[src/include/ic_params.svh]
`ifndef IC_PARAMS_SVH
`define IC_PARAMS_SVH

// Address and data widths
`define IC_ADR_W        32
`define IC_WORD_W       32

// Line geometry, four words of four bytes
`define IC_BEATS        4
`define IC_OFS_W        4
`define IC_L1_LINES     16
`define IC_L1_IDX_W     4
`define IC_L2_LINES     32
`define IC_L2_IDX_W     5

// Latencies in clk cycles
`define IC_L2_LATENCY   2
`define IC_ROM_LATENCY  1
`define IC_L1_WR_LATENCY 3

// Boot ROM decode, top 1 MiB of the address space
`define IC_ROM_HI_W     12
`define IC_ROM_BASE_HI  12'hFFF

// Filler word for lines that took a bus error
`define IC_NOP          32'h0000_0013

`endif

[src/hdl/ic_cache_pkg.sv]
`default_nettype none

`include "ic_params.svh"

package ic_cache_pkg;

	// Byte address as seen by the fetch port
	typedef logic [`IC_ADR_W-1:0] adr_t;

	// One instruction word
	typedef logic [`IC_WORD_W-1:0] word_t;

	// Whole line, word 0 in the low bits
	typedef logic [`IC_BEATS*`IC_WORD_W-1:0] line_t;

	// Free running event counter
	typedef logic [31:0] ctr_t;

	// Miss controller states
	typedef enum logic [2:0] {
		IDLE,
		LOOKUP,
		WAIT_L2,
		BUS_ACK,
		BUS_GAP,
		BUS_DONE,
		WR_WAIT
	} miss_state_e;

endpackage

`default_nettype wire

[src/hdl/ic_bus_pkg.sv]
`default_nettype none

`include "ic_params.svh"

package ic_bus_pkg;

	// Word address driven on the bus
	typedef logic [`IC_ADR_W-3:0] wadr_t;

	// Beat number inside a line transfer
	typedef logic [$clog2(`IC_BEATS)-1:0] beat_t;

	// Cycle type identifier
	typedef logic [2:0] cti_t;

	localparam cti_t CTI_CLASSIC = 3'b000;
	localparam cti_t CTI_INCR    = 3'b010;
	localparam cti_t CTI_END     = 3'b111;

	// Fault code stored with each L1 line
	typedef enum logic [1:0] {
		FAULT_NONE = 2'b00,
		FAULT_BUS  = 2'b01
	} fault_e;

endpackage

`default_nettype wire

[src/hdl/ic_boot_rom.sv]
`timescale 1ns/1ps
`default_nettype none

`include "ic_params.svh"

module ic_boot_rom (
	input  wire                       clk,
	input  wire                       rd_i,
	input  wire  ic_cache_pkg::adr_t  adr_i,
	output ic_cache_pkg::line_t       line_o
);

	localparam int W = `IC_WORD_W;

	// Content pattern mixed into each word address
	localparam ic_cache_pkg::word_t ROM_KEY = 32'h5A5A_0000;

	// Whole line read in one cycle
	always_ff @(posedge clk) begin
		if (rd_i) begin
			for (int i = 0; i < `IC_BEATS; i++)
				line_o[i*W +: W] <= ic_cache_pkg::word_t'({adr_i[`IC_ADR_W-1:`IC_OFS_W],
					ic_bus_pkg::beat_t'(i)}) ^ ROM_KEY;
		end
	end

endmodule

`default_nettype wire

[config.mk]
export PLATFORM = sky130hd
export DESIGN_NAME = ic_boot_rom
export DESIGN_NICKNAME = d
export VERILOG_FILES = /design/src/hdl/ic_cache_pkg.sv /design/src/hdl/ic_bus_pkg.sv /design/src/hdl/ic_boot_rom.sv
export VERILOG_INCLUDE_DIRS = /design/src /design/src/include
export SDC_FILE = /design/constraint.sdc
export NUM_CORES = 1
export LEC_CHECK = 0
export BUFFER_PORTS_ARGS = -buffer_cell sky130_fd_sc_hd__buf_4
export CORE_MARGIN = 1.5
export CORE_UTILIZATION = 32
export CTS_CLUSTER_SIZE = 24
export DETAILED_ROUTE_END_ITERATION = 10
export HOLD_SLACK_MARGIN = 0.05
export MAX_ROUTING_LAYER = met4
export PLACE_DENSITY = 0.76
export SLEW_MARGIN = 20
export SYNTH_ARGS = -nofsm -noshare
export SYNTH_HDL_FRONTEND = slang
export SYNTH_SLANG_ARGS = --single-unit
[constraint.sdc]
create_clock -name clk -period 0.8 [get_ports clk]
set_input_delay 0.12 -clock clk [delete_from_list [all_inputs] [get_ports clk]]
set_output_delay 0.12 -clock clk [all_outputs]
set_load 0.02 [all_outputs]
==> impl_metrics.toml <==
[synth]
yosys-top-cells-area = "edfxtp_1 (52%), buf_4 (46%), inv_1 (1.6%)"
synthCells = 137
synth_area_um2 = 1630
yosysTopAreaCell = "edfxtp_1"
syn_avg_cell_area_um2 = 11.9
ys_types = 4
yosysSeqAreaShare_pct = 51.7
ys_ff_latch = 28
synth_top_area_share_pct = 51.7
yosys_warnings = 0

[floorplan]
die_width_um = 74.3
initial_utilization_pct = 33.7
num_rows = 25
die_h_um = 74.3
num_io_pins = 162
die_area_um2 = 5520
core_area_um2 = 4820

[pwr]
powerDensity_nw_per_um2 = 1690
ir_worst_vdd_uv = 747
p_total_mw = 4.36
leakage_nw = 1.24

[sta]
setup_slack_ns = -0.255
tns_ns = -26.07
final_max_slew_viol_count = 0
fin_crit_ns = 1.06
fmax_mhz = 948
rsz0062_at_grt = "true"
setup_viol = 112
fin_crit_sh_pct = 132
hold_viol_final = 0

[critical_path]
required_ns = 0.68
cp-startpoint = "line_o[110]"
crit_family = "flip-flops"
cp-end-kind = "output pin"
worst-path-buf-inv = 1
cp_num_cells = 1
startpoint_type = "flip-flop"
crit_type = "flip-flop to output pin"
critPathMaxStageDelay_ns = 0.47
cp_slowest_cell = "edfxtp_1"
critPathCapture = "line_o[110]"
crit_chain = "buf_4"
crit_fanout = 4
cp_data_arrival_time_ns = 0.94

[hold_path]
min_path_type = "primary input to flip-flop"

[routing]
dr_wl_met2_um = 1960
antenna_left = 0
drt_iter0_markers = 24
avgViaCountPerCell = 3.59
routed_wl_um = 3190
first_pass_iters = 2
route.met3.wl_um = 224
top_layer = "met4"
drc = 0
wl_per_cell_um = 11.1
via_count = 1027
wl_met1_um = 990

[cts]
cts_tree = "done"
cts_max_path_buffers = 2
h-tree-depth = 1
root_buffer = "clkbuf_8"
cts.clk_slew.worst_paths_ns = 0.09
cts_made_buffers = 3
cts.sinks = 28

[layout]
regMostFlops = "line_o"
final_nets = 254
diodes = 0
regArea_um2 = 841
top_regs = "line_o: 28 flops"
syn2layout_area_growth_pct = 59.1
largest_reg_flops = 28
multi_input_area_um2 = 60.1
fill_cells = 428
utilization_pct = 53.7
drive_gt1_share_pct = 66.7

[global_routing]
grt.total_usage_pct = 9.96
grt_max_degree = 17
grt_pass1_wl_um = 4040
first_global_vias = 867
antenna_found_initial = 0
grt_remaining_overflow = 0

[run]
maxCapViolCount = 0

[status]
outcome = "finished, violations left"
violations = "setup timing"

[placed_design]
place.gp.congestion = 0.681
port_buffers = 141
dp_hpwl_um = 2430
-- repair_timing --
item	CTS	global route
hold buffers	21	0
setup buffers	0	0
gates cloned	0	0
resized for setup	25	34
hold endpoints to repair	21	0
setup endpoints to repair	112	112
-- worst min-delay path by stage --
| stage | from | endpoint | depth (start not counted) |
|---|---|---|---|
| 3_5_place_dp | adr_i[11] | line_o[105] | 1 |
| 4_1_cts | adr_i[21] | line_o[115] | 2 |
| 2_1_floorplan | adr_i[6] | line_o[100] | 0 |
| 6_report | adr_i[21] | line_o[115] | 2 |
| 5_1_grt | adr_i[29] | line_o[123] | 2 |
| 3_3_place_gp | adr_i[4] | line_o[98] | 1 |
-- routing by layer --
metal,global-route usage (%),vias to the layer above
met5,-,-
met4,2.42,0
met3,2.44,2
met2,18.7,65
met1,10.4,482
li1,-,478
-- through the flow --
stage	instances	setup WS (ns)	hold WS [ns]	area (um^2)
after floorplan	151	-0.0168	0.219	1680
after global placement	261	0.0748	0.299	2110
after detailed placement	261	0.0659	0.299	2110
after CTS	286	-0.248	0.0823	2460
after global routing	286	-0.305	0.0820	2590
final	286	-0.255	0.0918	2590
-- cells by family after synthesis --
| kind of cell | Yosys count | share of synthesized area, % |
|---|---|---|
| flip-flops | 28 | 51.7 |
| other | 2 | 0.462 |
| buffers and inverters | 107 | 47.8 |
-- layout make-up --
cell class / instances / area share, %
inverters: 7 / 1.02
multi-input cells: 16 / 2.32
clock inverters: 1 / 0.145
flip-flops and latches: 28 / 32.5
repair buffers: 164 / 59.2
well taps: 67 / 3.24
clock buffers: 3 / 1.60
-- cell usage in the layout, fill, tap and decap left out --
cell type      count
buf_4             82
buf_6             59
edfxtp_1          28
dlygate4sd3_1     21
conb_1            16
inv_1              7
clkbuf_8           3
buf_12             2
clkinv_1           1
-- synthesized netlist by cell type, drive strengths merged --
| library cell | instances |
|---|---|
| inv | 7 |
| buf | 100 |
| conb | 2 |
| edfxtp | 28 |
-- report_power, final --
group	switching (mW)	internal, mW	total, mW
Clock	0.410	0.344	0.754
Combinational	0.859	0.837	1.70
Sequential	0.157	1.75	1.91
Total	1.43	2.93	4.36
Note: power is estimated with default switching activity, not from simulation.
