===== config.mk =====
export PLATFORM = sky130hd
export DESIGN_NAME = ic_l1_array
export DESIGN_NICKNAME = d
export VERILOG_FILES = /design/src/hdl/ic_cache_pkg.sv /design/src/hdl/ic_bus_pkg.sv /design/src/hdl/ic_l1_array.sv
export VERILOG_INCLUDE_DIRS = /design/src /design/src/include
export SDC_FILE = /design/constraint.sdc
export NUM_CORES = 2
export LEC_CHECK = 0
export ABC_AREA = 1
export BUFFER_PORTS_ARGS = -buffer_cell sky130_fd_sc_hd__buf_2
export CORE_MARGIN = 5
export CORE_UTILIZATION = 56
export DETAILED_ROUTE_END_ITERATION = 7
export HOLD_SLACK_MARGIN = 0.08
export PLACE_DENSITY = 0.72
export SLEW_MARGIN = 10
export SYNTH_ARGS = -nofsm -noshare
export SYNTH_HDL_FRONTEND = slang
export SYNTH_SLANG_ARGS = --single-unit

===== constraint.sdc =====
create_clock -name clk -period 5.2 [get_ports clk]
set_input_delay 1.04 -clock clk [delete_from_list [all_inputs] [get_ports clk]]
set_output_delay 1.04 -clock clk [all_outputs]
set_load 0.01 [all_outputs]

===== src/include/ic_params.svh =====
`ifndef IC_PARAMS_SVH
`define IC_PARAMS_SVH

// Address and data widths
`define IC_ADR_W        32
`define IC_WORD_W       32

// Line geometry, four words of four bytes
`define IC_BEATS        4
`define IC_OFS_W        4
`define IC_L1_LINES     16
`define IC_L1_IDX_W     4
`define IC_L2_LINES     32
`define IC_L2_IDX_W     5

// Latencies in clk cycles
`define IC_L2_LATENCY   2
`define IC_ROM_LATENCY  1
`define IC_L1_WR_LATENCY 3

// Boot ROM decode, top 1 MiB of the address space
`define IC_ROM_HI_W     12
`define IC_ROM_BASE_HI  12'hFFF

// Filler word for lines that took a bus error
`define IC_NOP          32'h0000_0013

`endif


===== src/hdl/ic_cache_pkg.sv =====
`default_nettype none

`include "ic_params.svh"

package ic_cache_pkg;

	// Byte address as seen by the fetch port
	typedef logic [`IC_ADR_W-1:0] adr_t;

	// One instruction word
	typedef logic [`IC_WORD_W-1:0] word_t;

	// Whole line, word 0 in the low bits
	typedef logic [`IC_BEATS*`IC_WORD_W-1:0] line_t;

	// Free running event counter
	typedef logic [31:0] ctr_t;

	// Miss controller states
	typedef enum logic [2:0] {
		IDLE,
		LOOKUP,
		WAIT_L2,
		BUS_ACK,
		BUS_GAP,
		BUS_DONE,
		WR_WAIT
	} miss_state_e;

endpackage

`default_nettype wire


===== src/hdl/ic_bus_pkg.sv =====
`default_nettype none

`include "ic_params.svh"

package ic_bus_pkg;

	// Word address driven on the bus
	typedef logic [`IC_ADR_W-3:0] wadr_t;

	// Beat number inside a line transfer
	typedef logic [$clog2(`IC_BEATS)-1:0] beat_t;

	// Cycle type identifier
	typedef logic [2:0] cti_t;

	localparam cti_t CTI_CLASSIC = 3'b000;
	localparam cti_t CTI_INCR    = 3'b010;
	localparam cti_t CTI_END     = 3'b111;

	// Fault code stored with each L1 line
	typedef enum logic [1:0] {
		FAULT_NONE = 2'b00,
		FAULT_BUS  = 2'b01
	} fault_e;

endpackage

`default_nettype wire


===== src/hdl/ic_l1_array.sv =====
`timescale 1ns/1ps
`default_nettype none

`include "ic_params.svh"

module ic_l1_array (
	input  wire                        clk,
	input  wire                        rst_i,
	input  wire  ic_cache_pkg::adr_t   rd_adr_i,
	output logic                       hit_o,
	output ic_cache_pkg::word_t        insn_o,
	output ic_bus_pkg::fault_e         fault_o,
	input  wire                        wr_i,
	input  wire  ic_cache_pkg::adr_t   wr_adr_i,
	input  wire  ic_cache_pkg::line_t  wr_line_i,
	input  wire  ic_bus_pkg::fault_e   wr_fault_i,
	input  wire                        inval_i
);

	localparam int IDX_W   = `IC_L1_IDX_W;
	localparam int TAG_LSB = `IC_OFS_W + IDX_W;
	localparam int TAG_W   = `IC_ADR_W - TAG_LSB;
	localparam int W       = `IC_WORD_W;

	logic [`IC_L1_LINES-1:0] valid;
	logic [TAG_W-1:0]        tag_mem   [`IC_L1_LINES];
	ic_bus_pkg::fault_e      fault_mem [`IC_L1_LINES];
	ic_cache_pkg::line_t     data_mem  [`IC_L1_LINES];

	logic [IDX_W-1:0]    rd_idx;
	logic [IDX_W-1:0]    wr_idx;
	logic [TAG_W-1:0]    rd_tag;
	logic [TAG_W-1:0]    wr_tag;
	ic_bus_pkg::beat_t   rd_word;
	ic_cache_pkg::line_t rd_line;

	// Address split for both ports
	assign rd_idx  = rd_adr_i[`IC_OFS_W +: IDX_W];
	assign rd_tag  = rd_adr_i[`IC_ADR_W-1:TAG_LSB];
	assign rd_word = rd_adr_i[2 +: $bits(ic_bus_pkg::beat_t)];
	assign wr_idx  = wr_adr_i[`IC_OFS_W +: IDX_W];
	assign wr_tag  = wr_adr_i[`IC_ADR_W-1:TAG_LSB];

	// Lookup is purely combinational
	assign rd_line = data_mem[rd_idx];
	assign hit_o   = valid[rd_idx] && (tag_mem[rd_idx] == rd_tag);
	assign insn_o  = rd_line[rd_word*W +: W];
	assign fault_o = fault_mem[rd_idx];

	// Valid bits, invalidate only on a tag match
	always_ff @(posedge clk) begin
		if (rst_i)
			valid <= '0;
		else if (wr_i)
			valid[wr_idx] <= 1'b1;
		else if (inval_i && tag_mem[wr_idx] == wr_tag)
			valid[wr_idx] <= 1'b0;
	end

	always_ff @(posedge clk) begin
		if (wr_i) begin
			tag_mem[wr_idx]   <= wr_tag;
			fault_mem[wr_idx] <= wr_fault_i;
			data_mem[wr_idx]  <= wr_line_i;
		end
	end

endmodule

`default_nettype wire


==> impl_metrics.toml <==
[layout]
fin_nets = 8681
area_delta_synth_final_pct = 12.64
seqCellArea_mm2 = 0.07431
layout-drive-gt1-share = 0.09932
multiInputGateArea_mm2 = 0.02378
fillers = 12880

[critical_path]
ff2ff_path_depth = 16
r2r_start = "tag_mem[7][9]"
worst-r2r-setup-slack_ns = 2.58
crit_arrival_ns = 3.99
startpoint_type = "primary input"
required_ns = 4.16
critPathCaptureType = "primary output"
path_class = "primary input to primary output"
path_max_fanout = 51

[power_and_ir_drop]
vdd_drop_max_uv = 405.9
powerDensity_mw_per_mm2 = 371.0
p_leak_uw = 0.03790

[sta]
max_freq_mhz = 199.0
finalCritPeriodShare = 0.9665
finalHoldViolCount = 0
finalSetupTns_ns = 0
setup_violations = 0
layout_setup_ws_ns = 0.1742
worst_pin_slew_ns = 1.104
slew_headroom = 0.2633
fin_skew_ns = 0.04874
maxSlewViolCount = 0
rsz0062_at_grt = "no"
min_period_ns = 5.026

[synthesis]
synth_top_family_by_area = "compound AO/OA/AOI/OAI gates"
ys_seq_elements = 2480
netlist.area_leader.share = 0.7330
synth_compound_area_frac = 0.1340
ys_seq_area_frac = 0.7362
synth_area_leaders = "edfxtp_1 (73%), o21ai_0 (7.8%), nor2_1 (6.2%)"
syn-num-nets = 8530
synth_top_area_cell = "edfxtp_1"
yosys-top-cells-count = "edfxtp_1 (2464), nor2_1 (1657), o21ai_0 (1581), nand2_1 (925), o22ai_1 (683)"
syn_inst = 8332
post-synth-top-count-cell = "edfxtp_1"
synth-simple-area-share = 0.1007
yosysUniqueCellTypes = 32
syn_area_mm2 = 0.1009
synth.avg_cell_area_um2 = 12.12
yosysWarnings = 0
synthMuxAreaShare = 0.0001983
synth-edff-count = 2464
synth_xor_area_frac = 0.0006074
synthFlopType = "edfxtp_1"
async_reset_ff_frac = 0
synth_fa_ha_area_frac = 0

[drt]
vias_per_cell = 6.384
drc = 0
drtAntennaViolNets = 0
dr_total_vias = 70630
drt_wl_total_um = 286600
first_pass_iters = 6
drt_iter0_drc = 9778
post_drt_wl_per_cell_um = 25.90

[clock_network]
cts_hold_buf = 0
cts_buffers = 238
cts_root_buf = "clkbuf_16"
clock_sinks = 2480
post-cts-setup-buffers = 0
clk_pin_slew_worst_paths_ns = 0.06
clk_latency_ns = 0.87
h-tree-depth = 4
cts_tree = "done"
cts_resized = 0
cts_buffer_depth = 3

[flow_run]
maxCapViolations = 0

[floorplan]
dieArea_mm2 = 0.1888
die_x_um = 434.6
core_area_mm2 = 0.1788
start_util = 0.5645
die_y_um = 434.6
num_rows = 155
ios = 233

[grt]
first_global_vias = 66950
antenna_found_initial = 61
grt_pass1_wl_um = 422300
grt_overflow = 0
grt_max_degree = 133
track_usage = 0.2990

[placement]
dp_hpwl_um = 156100
globalplace.congestion = 0.8472
port_buffers = 226
place_ws_ns = 0.2159

[hold_path]
min_delay_path_depth = 2
hp-class = "flip-flop to flip-flop"

[status]
outcome = "completed"
## flip-flops by register name, indices dropped and copies added (netlist names), named ones only
name       cells
fault_mem     32
tag_mem      384
data_mem    2048
## routing by layer
layer,global-route usage,part of all wire,vias to the layer above
met5,0,0.00029,-
met4,0.1385,0.050,12
met3,0.05036,0.11,811
met2,0.4824,0.48,4559
met1,0.4029,0.36,34400
li1,-,-,30850
## final cells by class
| cell class | count | share of cell area |
|---|---|---|
| repair buffers | 513 | 0.04074 |
| well taps | 2355 | 0.02591 |
| diodes | 40 | 0.0008803 |
| inverters | 109 | 0.004468 |
| clock buffers | 295 | 0.05463 |
| flip-flops and latches | 2480 | 0.6535 |
| multi-input cells | 5141 | 0.2091 |
| clock inverters | 131 | 0.01074 |
## worst max-delay path, stage by stage
cell and delay [ns]:
buf_8 0.34, buf_12 0.29, buf_4 0.26, buf_4 0.21
o21ai_0 0.10, o22ai_1 0.18, nor2_1 0.06, o32ai_1 0.68
buf_4 0.23, nor2_1 0.04, o32ai_1 0.15, buf_4 0.19
buf_2 0.13
## worst max-delay path by stage
stage	from	end	slack [ns]	cells after the start
floorplan	wr_adr_i[4]	data_mem[11][0]	0.02	6
global placement	rd_adr_i[4]	insn_o[16]	0.27	13
detailed placement	rd_adr_i[4]	insn_o[16]	0.22	13
CTS	rd_adr_i[4]	insn_o[16]	0.21	13
global route	rd_adr_i[4]	insn_o[16]	0.05	13
finish	rd_adr_i[4]	insn_o[16]	0.17	13
## cell families (layout without fill, tap and decap cells)
logic type             count (synthesis)  count (layout)
AO/OA/AOI/OAI                       2459            2459
XOR/XNOR                               7               7
buffers and inverters                711            1048
flip-flops                          2480            2480
multiplexers                           2               2
other                                  0              40
AND/OR/NAND/NOR                     2673            2673
## where the power goes
group          internal [uW]  switching (uW)
sequential             22400            97.4
clock                   9280            7330
combinational            885            2210
total                  32600            9630
## stage by stage
step | total power (uW) | cell area [um^2] | utilization | hold slack [ns] | cells
after floorplan | 24550 | 101000 | - | 0.4361 | 8332
after global placement | 25840 | 106200 | 0.5938 | 0.4449 | 10600
after detailed placement | 25940 | 106200 | 0.5938 | 0.4544 | 10600
after CTS | 42270 | 113600 | 0.6354 | 0.4622 | 11020
after global routing | 43480 | 113600 | 0.6356 | 0.4793 | 11040
final | 42190 | 113700 | 0.6359 | 0.4644 | 11060
## cells in the final DEF (no fill, tap or decap), drive strengths merged, types with 29 or more instances in the layout
| master | count |
|---|---|
| o221ai | 29 |
| a21oi | 59 |
| o21ai | 1603 |
| o211ai | 40 |
| edfxtp | 2464 |
| buf | 513 |
| inv | 100 |
| clkinv | 102 |
| o22ai | 683 |
| o32ai | 30 |
| nor2 | 1661 |
| diode | 40 |
| clkbuf | 295 |
| nand2 | 926 |
| nand3 | 72 |
No activity file was read; power rests on OpenSTA's default activity.
