`src/include/ic_params.svh`:
```
`ifndef IC_PARAMS_SVH
`define IC_PARAMS_SVH

// Address and data widths
`define IC_ADR_W        32
`define IC_WORD_W       32

// Line geometry, four words of four bytes
`define IC_BEATS        4
`define IC_OFS_W        4
`define IC_L1_LINES     16
`define IC_L1_IDX_W     4
`define IC_L2_LINES     32
`define IC_L2_IDX_W     5

// Latencies in clk cycles
`define IC_L2_LATENCY   2
`define IC_ROM_LATENCY  1
`define IC_L1_WR_LATENCY 3

// Boot ROM decode, top 1 MiB of the address space
`define IC_ROM_HI_W     12
`define IC_ROM_BASE_HI  12'hFFF

// Filler word for lines that took a bus error
`define IC_NOP          32'h0000_0013

`endif

```
`src/hdl/ic_cache_pkg.sv`:
```
`default_nettype none

`include "ic_params.svh"

package ic_cache_pkg;

	// Byte address as seen by the fetch port
	typedef logic [`IC_ADR_W-1:0] adr_t;

	// One instruction word
	typedef logic [`IC_WORD_W-1:0] word_t;

	// Whole line, word 0 in the low bits
	typedef logic [`IC_BEATS*`IC_WORD_W-1:0] line_t;

	// Free running event counter
	typedef logic [31:0] ctr_t;

	// Miss controller states
	typedef enum logic [2:0] {
		IDLE,
		LOOKUP,
		WAIT_L2,
		BUS_ACK,
		BUS_GAP,
		BUS_DONE,
		WR_WAIT
	} miss_state_e;

endpackage

`default_nettype wire

```
`src/hdl/ic_ctrl_regs.sv`:
```
`timescale 1ns/1ps
`default_nettype none

`include "ic_params.svh"

module ic_ctrl_regs (
	input  wire                        clk,
	input  wire                        rst_i,
	input  wire                        cfg_we_i,
	input  wire  [1:0]                 cfg_addr_i,
	input  wire  ic_cache_pkg::word_t  cfg_wdata_i,
	output ic_cache_pkg::word_t        cfg_rdata_o,
	output logic                       burst_en_o,
	output logic                       inval_o,
	output ic_cache_pkg::adr_t         inval_adr_o,
	input  wire                        line_loaded_i
);

	// Register map
	localparam logic [1:0] REG_CFG   = 2'd0;
	localparam logic [1:0] REG_INVAL = 2'd1;
	localparam logic [1:0] REG_LOADS = 2'd2;

	ic_cache_pkg::ctr_t load_ctr;

	always_ff @(posedge clk) begin
		if (rst_i) begin
			burst_en_o <= 1'b1;
			inval_o    <= 1'b0;
			load_ctr   <= '0;
		end else begin
			inval_o <= 1'b0;
			if (cfg_we_i && cfg_addr_i == REG_CFG)
				burst_en_o <= cfg_wdata_i[0];
			// Write data is the address to drop
			if (cfg_we_i && cfg_addr_i == REG_INVAL) begin
				inval_o     <= 1'b1;
				inval_adr_o <= cfg_wdata_i;
			end
			if (line_loaded_i)
				load_ctr <= load_ctr + 1'b1;
		end
	end

	// Read mux
	always_comb begin
		case (cfg_addr_i)
		REG_CFG:   cfg_rdata_o = {{(`IC_WORD_W-1){1'b0}}, burst_en_o};
		REG_INVAL: cfg_rdata_o = inval_adr_o;
		REG_LOADS: cfg_rdata_o = load_ctr;
		default:   cfg_rdata_o = '0;
		endcase
	end

endmodule

`default_nettype wire

```
`config.mk`:
```
export PLATFORM = sky130hd
export DESIGN_NAME = ic_ctrl_regs
export DESIGN_NICKNAME = d
export VERILOG_FILES = /design/src/hdl/ic_cache_pkg.sv /design/src/hdl/ic_ctrl_regs.sv
export VERILOG_INCLUDE_DIRS = /design/src /design/src/include
export SDC_FILE = /design/constraint.sdc
export NUM_CORES = 1
export LEC_CHECK = 0
export ABC_CLOCK_PERIOD_IN_PS = 2050
export BUFFER_PORTS_ARGS = -buffer_cell sky130_fd_sc_hd__buf_2
export CORE_ASPECT_RATIO = 0.6
export CORE_UTILIZATION = 40
export DETAILED_ROUTE_END_ITERATION = 8
export GPL_ROUTABILITY_DRIVEN = 0
export PLACE_DENSITY = 0.69
export SYNTH_ARGS = -nofsm -noshare
export SYNTH_HDL_FRONTEND = slang
export SYNTH_SLANG_ARGS = --single-unit
```
`constraint.sdc`:
```
create_clock -name clk -period 2.05 [get_ports clk]
set_input_delay 0.5125 -clock clk [delete_from_list [all_inputs] [get_ports clk]]
set_output_delay 0.5125 -clock clk [all_outputs]
set_load 0.02 [all_outputs]
```
==> load_flow_metrics.sql <==
INSERT INTO impl_metrics (metric_group, metric, value, unit) VALUES
('power', 'switchingPower', '0.000660', 'W'),
('min_path', 'hp-class', 'in -> reg', ''),
('clock_network', 'post_cts_setup_repair_buffer_count', '0', ''),
('synth', 'ys.warnings.count', '0', ''),
('global_route', 'grt_pass1_vias', '2190', ''),
('power', 'power_density', '786', 'mW/mm^2'),
('timing', 'finalCritPeriodShare', '95.2', '%'),
('drt', 'routed_wl', '6990', 'microns'),
('drt', 'met1Wirelength', '3530', 'microns'),
('global_route', 'grtUsageTotal', '19.2', '%'),
('power', 'worst_ir_drop_on_vdd', '385', 'uV'),
('synth', 'synth-adder-area-share', '0.434', '%'),
('clock_network', 'tritoncts', 'yes', ''),
('clock_network', 'cts-hold-fix-buffers', '0', ''),
('synth', 'mappedNetlistArea', '0.00288', 'sq mm'),
('place', 'area_of_placed_instances', '0.00366', 'sq mm'),
('power', 'sequentialPowerShare', '46.0', '%'),
('power', 'total_leakage_power', '1.57', 'nW'),
('min_path', 'worstHoldPathCells', '1', ''),
('floorplanning', 'die_x', '112', 'microns'),
('setup_path', 'startpoint', 'cfg_addr_i[0]', ''),
('drt', 'final_antenna_net_count', '0', ''),
('place', 'post-place-cells', '457', ''),
('global_route', 'grt_antenna_before_repair', '0', ''),
('synth', 'synth_mux_area_share', '0.694', '%'),
('drt', 'route.detailed.drc', '8', ''),
('run_status', 'status', 'finished with violations', ''),
('finish', 'drive_gt1_share', '38.9', '%'),
('synth', 'synth.ff_latch_count', '66', ''),
('synth', 'netlist-cell-type-count', '35', ''),
('finish', 'final.fill_count', '585', ''),
('finish', 'layout.core_utilization', '57.8', '%'),
('setup_path', 'startpoint_type', 'primary input', ''),
('clock_network', 'clock_latency', '0.33', 'ns'),
('min_path', 'hold_end', 'inval_adr_o[1]', ''),
('run', 'cap_viol_max_count', '0', ''),
('floorplanning', 'die_area', '0.00756', 'sq mm'),
('finish', 'final_area', '0.00394', 'sq mm'),
('synth', 'compound_cell_area_share_of_the_yosys_netlist', '18.1', '%'),
('timing', 'peak_clock_frequency_supported_by_timing', '512', 'MHz'),
('power', 'combPwrFrac', '7.6', '%'),
('drt', 'drt_iter0_drc', '177', ''),
('synth', 'synthSimpleGateAreaFrac', '16.7', '%'),
('min_path', 'holdCritStartpoint', 'cfg_wdata_i[1]', ''),
('place', 'number_of_buffers_added_on_ports', '103', ''),
('finish', 'area_delta_synth_final', '36.7', '%'),
('setup_path', 'timing.reg2reg.worst_path_depth', '5', ''),
('finish', 'num_antenna_cells', '0', ''),
('clock_network', 'cts_made_buffers', '9', ''),
('synth', 'gate_count_post_synth', '260', ''),
('power', 'swShare', '21.3', '%'),
('floorplanning', 'pin_count', '104', ''),
('power', 'cellInternalPower', '0.00244', 'W'),
('drt', 'wl_per_cell', '14.8', 'microns'),
('clock_network', 'clk_transition_reported_paths', '0.05', 'ns'),
('timing', 'clock-skew-final', '0.00714', 'ns'),
('setup_path', 'crit_path_max_fanout', '14', ''),
('run_status', 'violations', 'design-rule violations', ''),
('clock_network', 'cts_max_path_buffers', '2', ''),
('synth', 'post_synth_xor_area_fraction', '3.34', '%'),
('synth', 'yosysSeqAreaShare', '56.9', '%'),
('setup_path', 'cp_data_arrival_time', '1.44', 'ns'),
('synth', 'dominant_combinational_cell_family_by_area_after_synthesis', 'compound AO/OA/AOI/OAI gates', ''),
('timing', 'grt_setup_unrepaired', 'no', ''),
('clock_network', 'ctsHtreeMaxLevel', '3', ''),
('drt', 'route.vias.total', '2520', ''),
('floorplanning', 'floorplan.initialDensity', '42.3', '%'),
('clock_network', 'clkSinkCount', '66', ''),
('drt', 'drtPass1Iterations', '6', ''),
('global_route', 'grt_overflow', '0', ''),
('setup_path', 'worst_r2r_endpoint', 'load_ctr[31]', '');
[cells in the final DEF, fill, tap and decap left out, types with 4 or more instances in the layout]
cell type and instances:
o21ai_0 8, dfxtp_1 33, a22o_1 30, nand2_1 13, buf_4 23, or4_1 14
buf_2 103, xnor2_1 8, nor4_1 4, nand4_1 6, nor2_1 12, inv_1 6
a21oi_1 20, o31ai_1 12, edfxtp_1 32, or3_1 8, clkbuf_16 9, nand3_1 9
[power by group through the flow]
| stage | sequential (W) | clock, W | combinational [W] |
|---|---|---|---|
| floorplan | 0.00148 | 0 | 0.000100 |
| global placement | 0.00145 | 0 | 0.000233 |
| detailed placement | 0.00145 | 0 | 0.000236 |
| CTS | 0.00143 | 0.00147 | 0.000237 |
| global route | 0.00143 | 0.00153 | 0.000253 |
| finish | 0.00143 | 0.00144 | 0.000235 |
[final cells by class]
cell class | count | area, sq um | share of cell area, %
Clock inverter | 4 | 43.8 | 1.11
Sequential cell | 66 | 1640 | 41.7
Clock buffer | 12 | 236 | 6.00
Timing Repair Buffer | 129 | 748 | 19.0
Multi-Input combinational cell | 169 | 1140 | 28.9
Inverter | 6 | 22.5 | 0.571
Tap cell | 87 | 109 | 2.76
[cells in the mapped netlist]
| cell | number | area [sq um] |
|---|---|---|
| ha_1 | 1 | 12.5 |
| buf_6 | 1 | 11.3 |
| a211o_1 | 1 | 8.76 |
| dfxtp_1 | 34 | 681 |
| nor3b_1 | 1 | 7.51 |
| nand4bb_1 | 1 | 11.3 |
| inv_1 | 6 | 22.5 |
| nand2_1 | 13 | 48.8 |
| a22o_1 | 30 | 263 |
| xnor2_1 | 8 | 70.1 |
| a21oi_1 | 20 | 100 |
| o31ai_1 | 12 | 90.1 |
| buf_4 | 1 | 7.51 |
| and3b_1 | 2 | 17.5 |
| nor4_1 | 4 | 25.0 |
| nand3_2 | 1 | 10.0 |
| xor2_1 | 3 | 26.3 |
| or3_1 | 8 | 50.1 |
| a41o_2 | 1 | 11.3 |
| nand4_1 | 6 | 37.5 |
| clkbuf_1 | 14 | 52.6 |
| nor2b_1 | 3 | 18.8 |
| nand3_1 | 9 | 45.0 |
| edfxtp_1 | 32 | 961 |
| or4_1 | 14 | 105 |
| and4_2 | 1 | 10.0 |
| o21ai_0 | 8 | 40.0 |
| and4_1 | 2 | 17.5 |
| a22o_2 | 1 | 10.0 |
| nor3_1 | 3 | 15.0 |
| nor2_1 | 12 | 45.0 |
| and3_1 | 1 | 6.26 |
| or4_4 | 1 | 11.3 |
| buf_2 | 3 | 15.0 |
| mux2i_1 | 2 | 20.0 |
[registers in the layout, summed over array words and instances, names as in the netlist]
register and flops:
inval_o 1, load_ctr 32, inval_adr_o 32, burst_en_o 1
[worst max-delay path, cell delays in order]
cell and delay (ns):
buf_2 0.13, nor2b_2 0.21, buf_4 0.24, a22o_1 0.18, buf_2 0.17
[stage by stage]
step	hold WS (ns)	setup WS (ns)	total power [W]
2_1_floorplan	0.456	0.00594	0.00158
3_3_place_gp	0.479	-0.0676	0.00169
3_5_place_dp	0.496	-0.102	0.00169
4_1_cts	0.348	0.0848	0.00313
5_1_grt	0.343	0.000271	0.00321
6_report	0.357	0.0987	0.00310
[kinds of logic after synthesis]
| logic type | count (synthesis) |
|---|---|
| fa+ha+maj | 1 |
| flops | 66 |
| buf+inv | 25 |
| xor+xnor | 11 |
| mux | 2 |
| compound gates | 73 |
| simple gates | 82 |
[routing by layer]
metal | GRT usage, % | vias up
met2 | 26.4 | 99
met1 | 26.4 | 1163
met5 | 0 | -
met3 | 8.17 | 4
li1 | - | 1254
met4 | 7.09 | 0
[how the worst max path moves through the flow]
stage / end
after detailed placement: load_ctr[25]
final: cfg_rdata_o[27]
after global routing: load_ctr[31]
after floorplan: inval_adr_o[0]
after global placement: load_ctr[31]
after CTS: cfg_rdata_o[27]
(Power assumes the default switching activity.)
