--- src/include/ic_params.svh ---
`ifndef IC_PARAMS_SVH
`define IC_PARAMS_SVH

// Address and data widths
`define IC_ADR_W        32
`define IC_WORD_W       32

// Line geometry, four words of four bytes
`define IC_BEATS        4
`define IC_OFS_W        4
`define IC_L1_LINES     16
`define IC_L1_IDX_W     4
`define IC_L2_LINES     32
`define IC_L2_IDX_W     5

// Latencies in clk cycles
`define IC_L2_LATENCY   2
`define IC_ROM_LATENCY  1
`define IC_L1_WR_LATENCY 3

// Boot ROM decode, top 1 MiB of the address space
`define IC_ROM_HI_W     12
`define IC_ROM_BASE_HI  12'hFFF

// Filler word for lines that took a bus error
`define IC_NOP          32'h0000_0013

`endif

--- src/hdl/ic_cache_pkg.sv ---
`default_nettype none

`include "ic_params.svh"

package ic_cache_pkg;

	// Byte address as seen by the fetch port
	typedef logic [`IC_ADR_W-1:0] adr_t;

	// One instruction word
	typedef logic [`IC_WORD_W-1:0] word_t;

	// Whole line, word 0 in the low bits
	typedef logic [`IC_BEATS*`IC_WORD_W-1:0] line_t;

	// Free running event counter
	typedef logic [31:0] ctr_t;

	// Miss controller states
	typedef enum logic [2:0] {
		IDLE,
		LOOKUP,
		WAIT_L2,
		BUS_ACK,
		BUS_GAP,
		BUS_DONE,
		WR_WAIT
	} miss_state_e;

endpackage

`default_nettype wire

--- src/hdl/ic_bus_pkg.sv ---
`default_nettype none

`include "ic_params.svh"

package ic_bus_pkg;

	// Word address driven on the bus
	typedef logic [`IC_ADR_W-3:0] wadr_t;

	// Beat number inside a line transfer
	typedef logic [$clog2(`IC_BEATS)-1:0] beat_t;

	// Cycle type identifier
	typedef logic [2:0] cti_t;

	localparam cti_t CTI_CLASSIC = 3'b000;
	localparam cti_t CTI_INCR    = 3'b010;
	localparam cti_t CTI_END     = 3'b111;

	// Fault code stored with each L1 line
	typedef enum logic [1:0] {
		FAULT_NONE = 2'b00,
		FAULT_BUS  = 2'b01
	} fault_e;

endpackage

`default_nettype wire

--- src/hdl/ic_miss_ctrl.sv ---
`timescale 1ns/1ps
`default_nettype none

`include "ic_params.svh"

module ic_miss_ctrl (
	input  wire                        clk,
	input  wire                        rst_i,
	input  wire                        fetch_req_i,
	input  wire  ic_cache_pkg::adr_t   fetch_adr_i,
	input  wire                        l1_hit_i,
	input  wire                        burst_en_i,
	input  wire                        inval_i,
	input  wire  ic_cache_pkg::adr_t   inval_adr_i,
	output logic                       l1_wr_o,
	output logic                       l1_inval_o,
	output ic_cache_pkg::adr_t         l1_adr_o,
	output ic_cache_pkg::line_t        l1_line_o,
	output ic_bus_pkg::fault_e         l1_fault_o,
	output logic                       l2_rd_o,
	output logic                       l2_wr_o,
	output ic_cache_pkg::adr_t         l2_adr_o,
	output ic_cache_pkg::line_t        l2_line_o,
	input  wire                        l2_valid_i,
	input  wire  ic_cache_pkg::line_t  l2_line_i,
	output logic                       rom_rd_o,
	input  wire  ic_cache_pkg::line_t  rom_line_i,
	output logic                       line_loaded_o,
	output logic                       busy_o,
	output logic                       bus_cyc_o,
	output logic                       bus_stb_o,
	output ic_bus_pkg::wadr_t          bus_adr_o,
	output ic_bus_pkg::cti_t           bus_cti_o,
	input  wire                        bus_ack_i,
	input  wire                        bus_err_i,
	input  wire  ic_cache_pkg::word_t  bus_dat_i
);

	localparam int W = `IC_WORD_W;

	ic_cache_pkg::miss_state_e state;
	logic [2:0]                cnt;
	logic                      is_rom;
	logic                      l2_hit_r;
	logic                      burst_r;
	ic_bus_pkg::beat_t         beat;
	logic                      inval_pend;
	ic_cache_pkg::adr_t        inval_adr_r;
	ic_cache_pkg::line_t       line_r;
	ic_cache_pkg::adr_t        fetch_line;
	logic                      rom_sel;

	// Line aligned miss address
	assign fetch_line = {fetch_adr_i[`IC_ADR_W-1:`IC_OFS_W], {`IC_OFS_W{1'b0}}};

	// Top address bits pick the boot ROM
	assign rom_sel = fetch_adr_i[`IC_ADR_W-1 -: `IC_ROM_HI_W] == `IC_ROM_BASE_HI;

	// One line register feeds both cache writes
	assign l1_line_o = line_r;
	assign l2_line_o = line_r;

	assign busy_o = state != ic_cache_pkg::IDLE;

	// ======================================================================
	// Miss FSM
	// ======================================================================
	always_ff @(posedge clk) begin
		if (rst_i) begin
			state         <= ic_cache_pkg::IDLE;
			cnt           <= '0;
			is_rom        <= 1'b0;
			l2_hit_r      <= 1'b0;
			burst_r       <= 1'b0;
			beat          <= '0;
			inval_pend    <= 1'b0;
			l1_wr_o       <= 1'b0;
			l1_inval_o    <= 1'b0;
			l1_fault_o    <= ic_bus_pkg::FAULT_NONE;
			l2_rd_o       <= 1'b0;
			l2_wr_o       <= 1'b0;
			rom_rd_o      <= 1'b0;
			line_loaded_o <= 1'b0;
			bus_cyc_o     <= 1'b0;
			bus_stb_o     <= 1'b0;
			bus_cti_o     <= ic_bus_pkg::CTI_CLASSIC;
		end else begin
			// Single cycle strobes
			l1_wr_o       <= 1'b0;
			l1_inval_o    <= 1'b0;
			l2_rd_o       <= 1'b0;
			l2_wr_o       <= 1'b0;
			rom_rd_o      <= 1'b0;
			line_loaded_o <= 1'b0;

			case (state)
			ic_cache_pkg::IDLE: begin
				cnt <= '0;
				// Invalidate goes ahead of any miss
				if (inval_pend) begin
					l1_adr_o   <= inval_adr_r;
					l1_inval_o <= 1'b1;
					inval_pend <= 1'b0;
				end else if (fetch_req_i && !l1_hit_i) begin
					l1_adr_o <= fetch_line;
					l2_adr_o <= fetch_line;
					is_rom   <= rom_sel;
					// Start the ROM or L2 read right away
					rom_rd_o <= rom_sel;
					l2_rd_o  <= !rom_sel;
					state    <= ic_cache_pkg::LOOKUP;
				end
			end

			ic_cache_pkg::LOOKUP: begin
				cnt <= cnt + 3'd1;
				if (is_rom && cnt == 3'(`IC_ROM_LATENCY)) begin
					line_r     <= rom_line_i;
					l1_fault_o <= ic_bus_pkg::FAULT_NONE;
					l1_wr_o    <= 1'b1;
					cnt        <= '0;
					state      <= ic_cache_pkg::WR_WAIT;
				end else if (!is_rom && cnt == 3'(`IC_L2_LATENCY)) begin
					// L2 result is at the pipe output now
					line_r   <= l2_line_i;
					l2_hit_r <= l2_valid_i;
					cnt      <= '0;
					state    <= ic_cache_pkg::WAIT_L2;
				end
			end

			ic_cache_pkg::WAIT_L2: begin
				l1_fault_o <= ic_bus_pkg::FAULT_NONE;
				if (l2_hit_r) begin
					l1_wr_o <= 1'b1;
					state   <= ic_cache_pkg::WR_WAIT;
				end else begin
					// L2 miss, open the bus cycle at beat 0
					burst_r   <= burst_en_i;
					beat      <= '0;
					bus_cyc_o <= 1'b1;
					bus_stb_o <= 1'b1;
					bus_adr_o <= l2_adr_o[`IC_ADR_W-1:2];
					bus_cti_o <= burst_en_i ? ic_bus_pkg::CTI_INCR : ic_bus_pkg::CTI_CLASSIC;
					state     <= ic_cache_pkg::BUS_ACK;
				end
			end

			// Stays here as long as the slave holds ack low
			ic_cache_pkg::BUS_ACK: begin
				if (bus_ack_i || bus_err_i) begin
					if (bus_err_i) begin
						// Error ends the cycle, line becomes NOPs
						line_r     <= {`IC_BEATS{`IC_NOP}};
						l1_fault_o <= ic_bus_pkg::FAULT_BUS;
						bus_cyc_o  <= 1'b0;
						bus_stb_o  <= 1'b0;
						bus_cti_o  <= ic_bus_pkg::CTI_CLASSIC;
						state      <= ic_cache_pkg::BUS_DONE;
					end else begin
						line_r[beat*W +: W] <= bus_dat_i;
						beat      <= beat + 1'b1;
						bus_adr_o <= bus_adr_o + 1'b1;
						if (beat == ic_bus_pkg::beat_t'(`IC_BEATS-1)) begin
							bus_cyc_o <= 1'b0;
							bus_stb_o <= 1'b0;
							bus_cti_o <= ic_bus_pkg::CTI_CLASSIC;
							state     <= ic_cache_pkg::BUS_DONE;
						end else if (burst_r) begin
							// Last beat of the burst is flagged
							if (beat == ic_bus_pkg::beat_t'(`IC_BEATS-2))
								bus_cti_o <= ic_bus_pkg::CTI_END;
						end else begin
							bus_stb_o <= 1'b0;
							state     <= ic_cache_pkg::BUS_GAP;
						end
					end
				end
			end

			// Single beat mode, one idle cycle between strobes
			ic_cache_pkg::BUS_GAP: begin
				bus_stb_o <= 1'b1;
				state     <= ic_cache_pkg::BUS_ACK;
			end

			ic_cache_pkg::BUS_DONE: begin
				l1_wr_o <= 1'b1;
				// Faulted lines stay out of L2
				l2_wr_o       <= l1_fault_o == ic_bus_pkg::FAULT_NONE;
				line_loaded_o <= 1'b1;
				cnt           <= '0;
				state         <= ic_cache_pkg::WR_WAIT;
			end

			// Let the L1 write settle before fetch resumes
			ic_cache_pkg::WR_WAIT: begin
				cnt <= cnt + 3'd1;
				if (cnt == 3'(`IC_L1_WR_LATENCY - 1))
					state <= ic_cache_pkg::IDLE;
			end

			default: state <= ic_cache_pkg::IDLE;
			endcase

			// Latch an invalidate for the next IDLE cycle
			if (inval_i) begin
				inval_pend  <= 1'b1;
				inval_adr_r <= inval_adr_i;
			end
		end
	end

endmodule

`default_nettype wire

--- config.mk ---
export PLATFORM = sky130hd
export DESIGN_NAME = ic_miss_ctrl
export DESIGN_NICKNAME = d
export VERILOG_FILES = /design/src/hdl/ic_cache_pkg.sv /design/src/hdl/ic_bus_pkg.sv /design/src/hdl/ic_miss_ctrl.sv
export VERILOG_INCLUDE_DIRS = /design/src /design/src/include
export SDC_FILE = /design/constraint.sdc
export NUM_CORES = 1
export LEC_CHECK = 0
export BUFFER_PORTS_ARGS = -buffer_cell sky130_fd_sc_hd__buf_2
export CAP_MARGIN = 25
export CORE_AREA = 2 2 283 285
export DETAILED_ROUTE_END_ITERATION = 10
export DIE_AREA = 0 0 285 287
export HOLD_SLACK_MARGIN = 0.03
export MAX_ROUTING_LAYER = met4
export SETUP_SLACK_MARGIN = 0.15
export SLEW_MARGIN = 40
export SYNTH_ARGS = -nofsm -noshare
export SYNTH_HDL_FRONTEND = slang
export SYNTH_SLANG_ARGS = --single-unit
--- constraint.sdc ---
create_clock -name clk -period 3.9 [get_ports clk]
set_clock_uncertainty 0.2 [all_clocks]
set_input_delay 0.78 -clock clk [delete_from_list [all_inputs] [get_ports clk]]
set_output_delay 0.78 -clock clk [all_outputs]
set_load 0.01 [all_outputs]
==> impl_metrics.env <==
export IMPL_status="completed"
export IMPL_relSlewSlack_pct=50.29
export IMPL_whs_ns=0.1987
export IMPL_p_leak_nw=7.344
export IMPL_rsz0062_at_grt="false"
export IMPL_drive_gt1_share_pct=47.14
export IMPL_yosys_warnings=0
export IMPL_ys_seq_elements=273
export IMPL_hold_depth=1
export IMPL_drv_cap=0
export IMPL_coreArea_mm2=0.07861
export IMPL_die_w_um=285
export IMPL_final_nets=2159
export IMPL_fp_dieArea_mm2=0.08180
export IMPL_synthFlopType="edfxtp_1"
export IMPL_synth_edf_count=250
export IMPL_peakVddDrop_v=0.0003781
export IMPL_wl_per_cell_um=24.17
export IMPL_row_count=103
export IMPL_synth_cells=1197
export IMPL_fin_crit_ns=2.910
export IMPL_slew_violations=0
export IMPL_worstMarginPinSlew_ns=0.7456
export IMPL_tns_ns=0
export IMPL_cts_hold_buf=0
export IMPL_route_antenna_remaining_nets=0
export IMPL_post_cts_repair_setup_buffers=0
export IMPL_grt_max_degree=63
export IMPL_cts_sinks=273
export IMPL_crit_required_ns=4.09
export IMPL_fin_crit_sh_pct=74.61
export IMPL_drtIter0Drc=828
export IMPL_hold_start="inval_adr_i[31]"
export IMPL_grt_ovfl_total=0
export IMPL_firstDrtPassIters=5
export IMPL_ios=725
export IMPL_num_vias=11910
export IMPL_reg2regPathDepth=7
export IMPL_end_kind="register"
export IMPL_antenna_found_initial=43
export IMPL_multiInputGateArea_mm2=0.004527
export IMPL_cts_resized=0
export IMPL_numCtsBuffers=38
export IMPL_path_clk_slew_ns=0.07
export IMPL_cp_cell_sequence="inv_1, ha_1, nor4bb_1, and2_2, buf_4, nand2_1, o21ai_0"
export IMPL_slowest_stage="and2_2"
export IMPL_most_common_layout_cells="buf_2 (715), edfxtp_1 (250), nand2_1 (184), o21ai_0 (148), mux2i_1 (119)"
export IMPL_postLayoutCellArea_mm2=0.01910
export IMPL_fin_cells=2891
export IMPL_die_height_um=287
export IMPL_layout_commonest_cell="buf_2"
export IMPL_hp_class="input pin to register"
export IMPL_crit_fanout=18
export IMPL_initial_core_util_pct=17.51
export IMPL_setup_slack_ns=0.9901
export IMPL_seq_area_frac_synth_pct=57.89
export IMPL_dp_hpwl_mm=56.90
export IMPL_syn2layout_area_growth_pct=38.81
export IMPL_postPlaceCellArea_mm2=0.01778
export IMPL_r2r_end="l1_line_o[69]"
export IMPL_hold_viol=0
export IMPL_r2r_slack_ns=0.99
export IMPL_power_density_mw_per_mm2=394.5
export IMPL_setup_violations=0
export IMPL_port_buffers=715
export IMPL_arrival_ns=3.10
export IMPL_grt_usage_pct=16.64
export IMPL_root_buffer="clkbuf_16"
export IMPL_drt_wl_total_mm=69.87
export IMPL_dpl_cell_count=2799
export IMPL_cts_htree_levels=2
export IMPL_syn_avg_cell_area_um2=11.50
export IMPL_grt_pass1_wl_mm=91.76
export IMPL_n_fill_cell=8498
export IMPL_cts_tree="done"
export IMPL_cts_buffer_depth=3
export IMPL_clkLatencyLatePin_ns=0.56
export IMPL_yosys_cell_types_count=50
export IMPL_drc=0
export IMPL_hold_end="inval_adr_r[31]"
export IMPL_rr_startpoint="beat[0]"
export IMPL_via_per_inst=4.121
export IMPL_start_kind="register"
export IMPL_fmax_mhz=343.7
export IMPL_dp_slack_ns=0.8651
export IMPL_seqCellArea_mm2=0.007971
export IMPL_finalWeightedCongestion=0.9046
export IMPL_syn_area_mm2=0.01376
export IMPL_async_reset_ff_share_pct=0
export IMPL_path_class="register to register"
export IMPL_slowest_delay_ns=0.69
export IMPL_grt_pass1_vias=11450
## routing by layer
metal / track usage (%) / vias to the layer above / part of all wire [%]
met5: - / - / 0
met2: 28.08 / 672 / 49
met1: 18.93 / 5726 / 38
met3: 5.524 / 119 / 9.9
met4: 4.267 / 0 / 2.7
li1: - / 5397 / -
## state kept, by name, indices dropped and copies added, names as in the netlist
register and count:
burst_r 1, l2_adr_o 28, l2_wr_o 1, bus_stb_o 1, rom_rd_o 1, inval_adr_r 32
l1_fault_o 1, inval_pend 1, l1_wr_o 1, l1_inval_o 1, cnt 3, bus_cyc_o 1
line_loaded_o 1, state 3, l2_rd_o 1, beat 2, bus_adr_o 30, l1_adr_o 32
is_rom 1, l1_line_o 128, l2_hit_r 1, bus_cti_o 2
## worst max-delay path by stage
stage,startpoint,endpoint,slack [ns],cells after the start
final,beat[0],l1_line_o[69],0.99,7
after global routing,beat[0],l1_line_o[69],0.79,7
after CTS,beat[0],l1_line_o[69],0.94,7
after floorplan,bus_err_i,bus_adr_o[0],0.61,5
after detailed placement,bus_err_i,l1_line_o[69],0.87,7
after global placement,bus_err_i,l1_line_o[69],0.86,7
## cell type report
class	count	share of cell area, %
clock inverter	26	1.454
antenna	23	0.3013
inverter	12	0.2358
clock buffer	43	5.187
tap	1050	6.877
multi-input combinational	715	23.70
timing repair buffer	749	20.53
sequential	273	41.73
## synth_stat cells, types with 8 or more instances
cell,number,area share (%)
edfxtp_1,250,55
inv_1,12,0.33
dfxtp_1,23,3.3
nor3_1,20,0.73
a211oi_1,14,0.76
and2_1,16,0.73
o21ai_0,148,5.4
nor2_1,37,1.0
nand2_1,185,5.0
mux2i_1,119,8.7
xor2_1,10,0.64
ha_1,9,0.82
buf_4,135,7.4
nand3_1,12,0.44
and3_1,8,0.36
a31oi_1,17,0.77
a21oi_1,10,0.36
clkbuf_1,34,0.93
buf_2,31,1.1
nand4_1,12,0.55
xnor2_1,18,1.1
mux2_2,28,2.3
## metrics by stage
step	utilization [%]	total power, W
floorplan	-	0.003627
global placement	22.61	0.004003
detailed placement	22.62	0.004012
CTS	24.23	0.007646
global route	24.28	0.007801
finish	24.30	0.007538
## where the power goes
| part | internal [W] | switching, W | leakage (nW) |
|---|---|---|---|
| sequential | 0.00329 | 0.0000446 | 2.46 |
| clock | 0.00212 | 0.00147 | 0.614 |
| combinational | 0.000269 | 0.000346 | 4.27 |
| total | 0.00568 | 0.00186 | 7.34 |
## kinds of logic (layout without fill, tap and decap cells)
logic type               Yosys count  count (layout)  synth area share, %
adder cells (fa/ha/maj)            9               9               0.8182
buffers and inverters            213             830                9.827
flip-flops                       273             273                57.89
AND/OR/NAND/NOR                  322             322                10.57
XOR/XNOR                          28              28                1.782
multiplexers                     147             147                10.95
AO/OA/AOI/OAI                    204             204                8.136
other                              1              28              0.02725
## critical path, delay by kind of cell (launching register included)
kind,cells,cell delay [ns]
AOI/OAI and AO/OA,1,0.10
adders and majority gates,1,0.41
DFF,1,0.43
buffers and inverters,2,0.44
and+or+nand+nor,3,1.14
(Power assumes the default switching activity.)
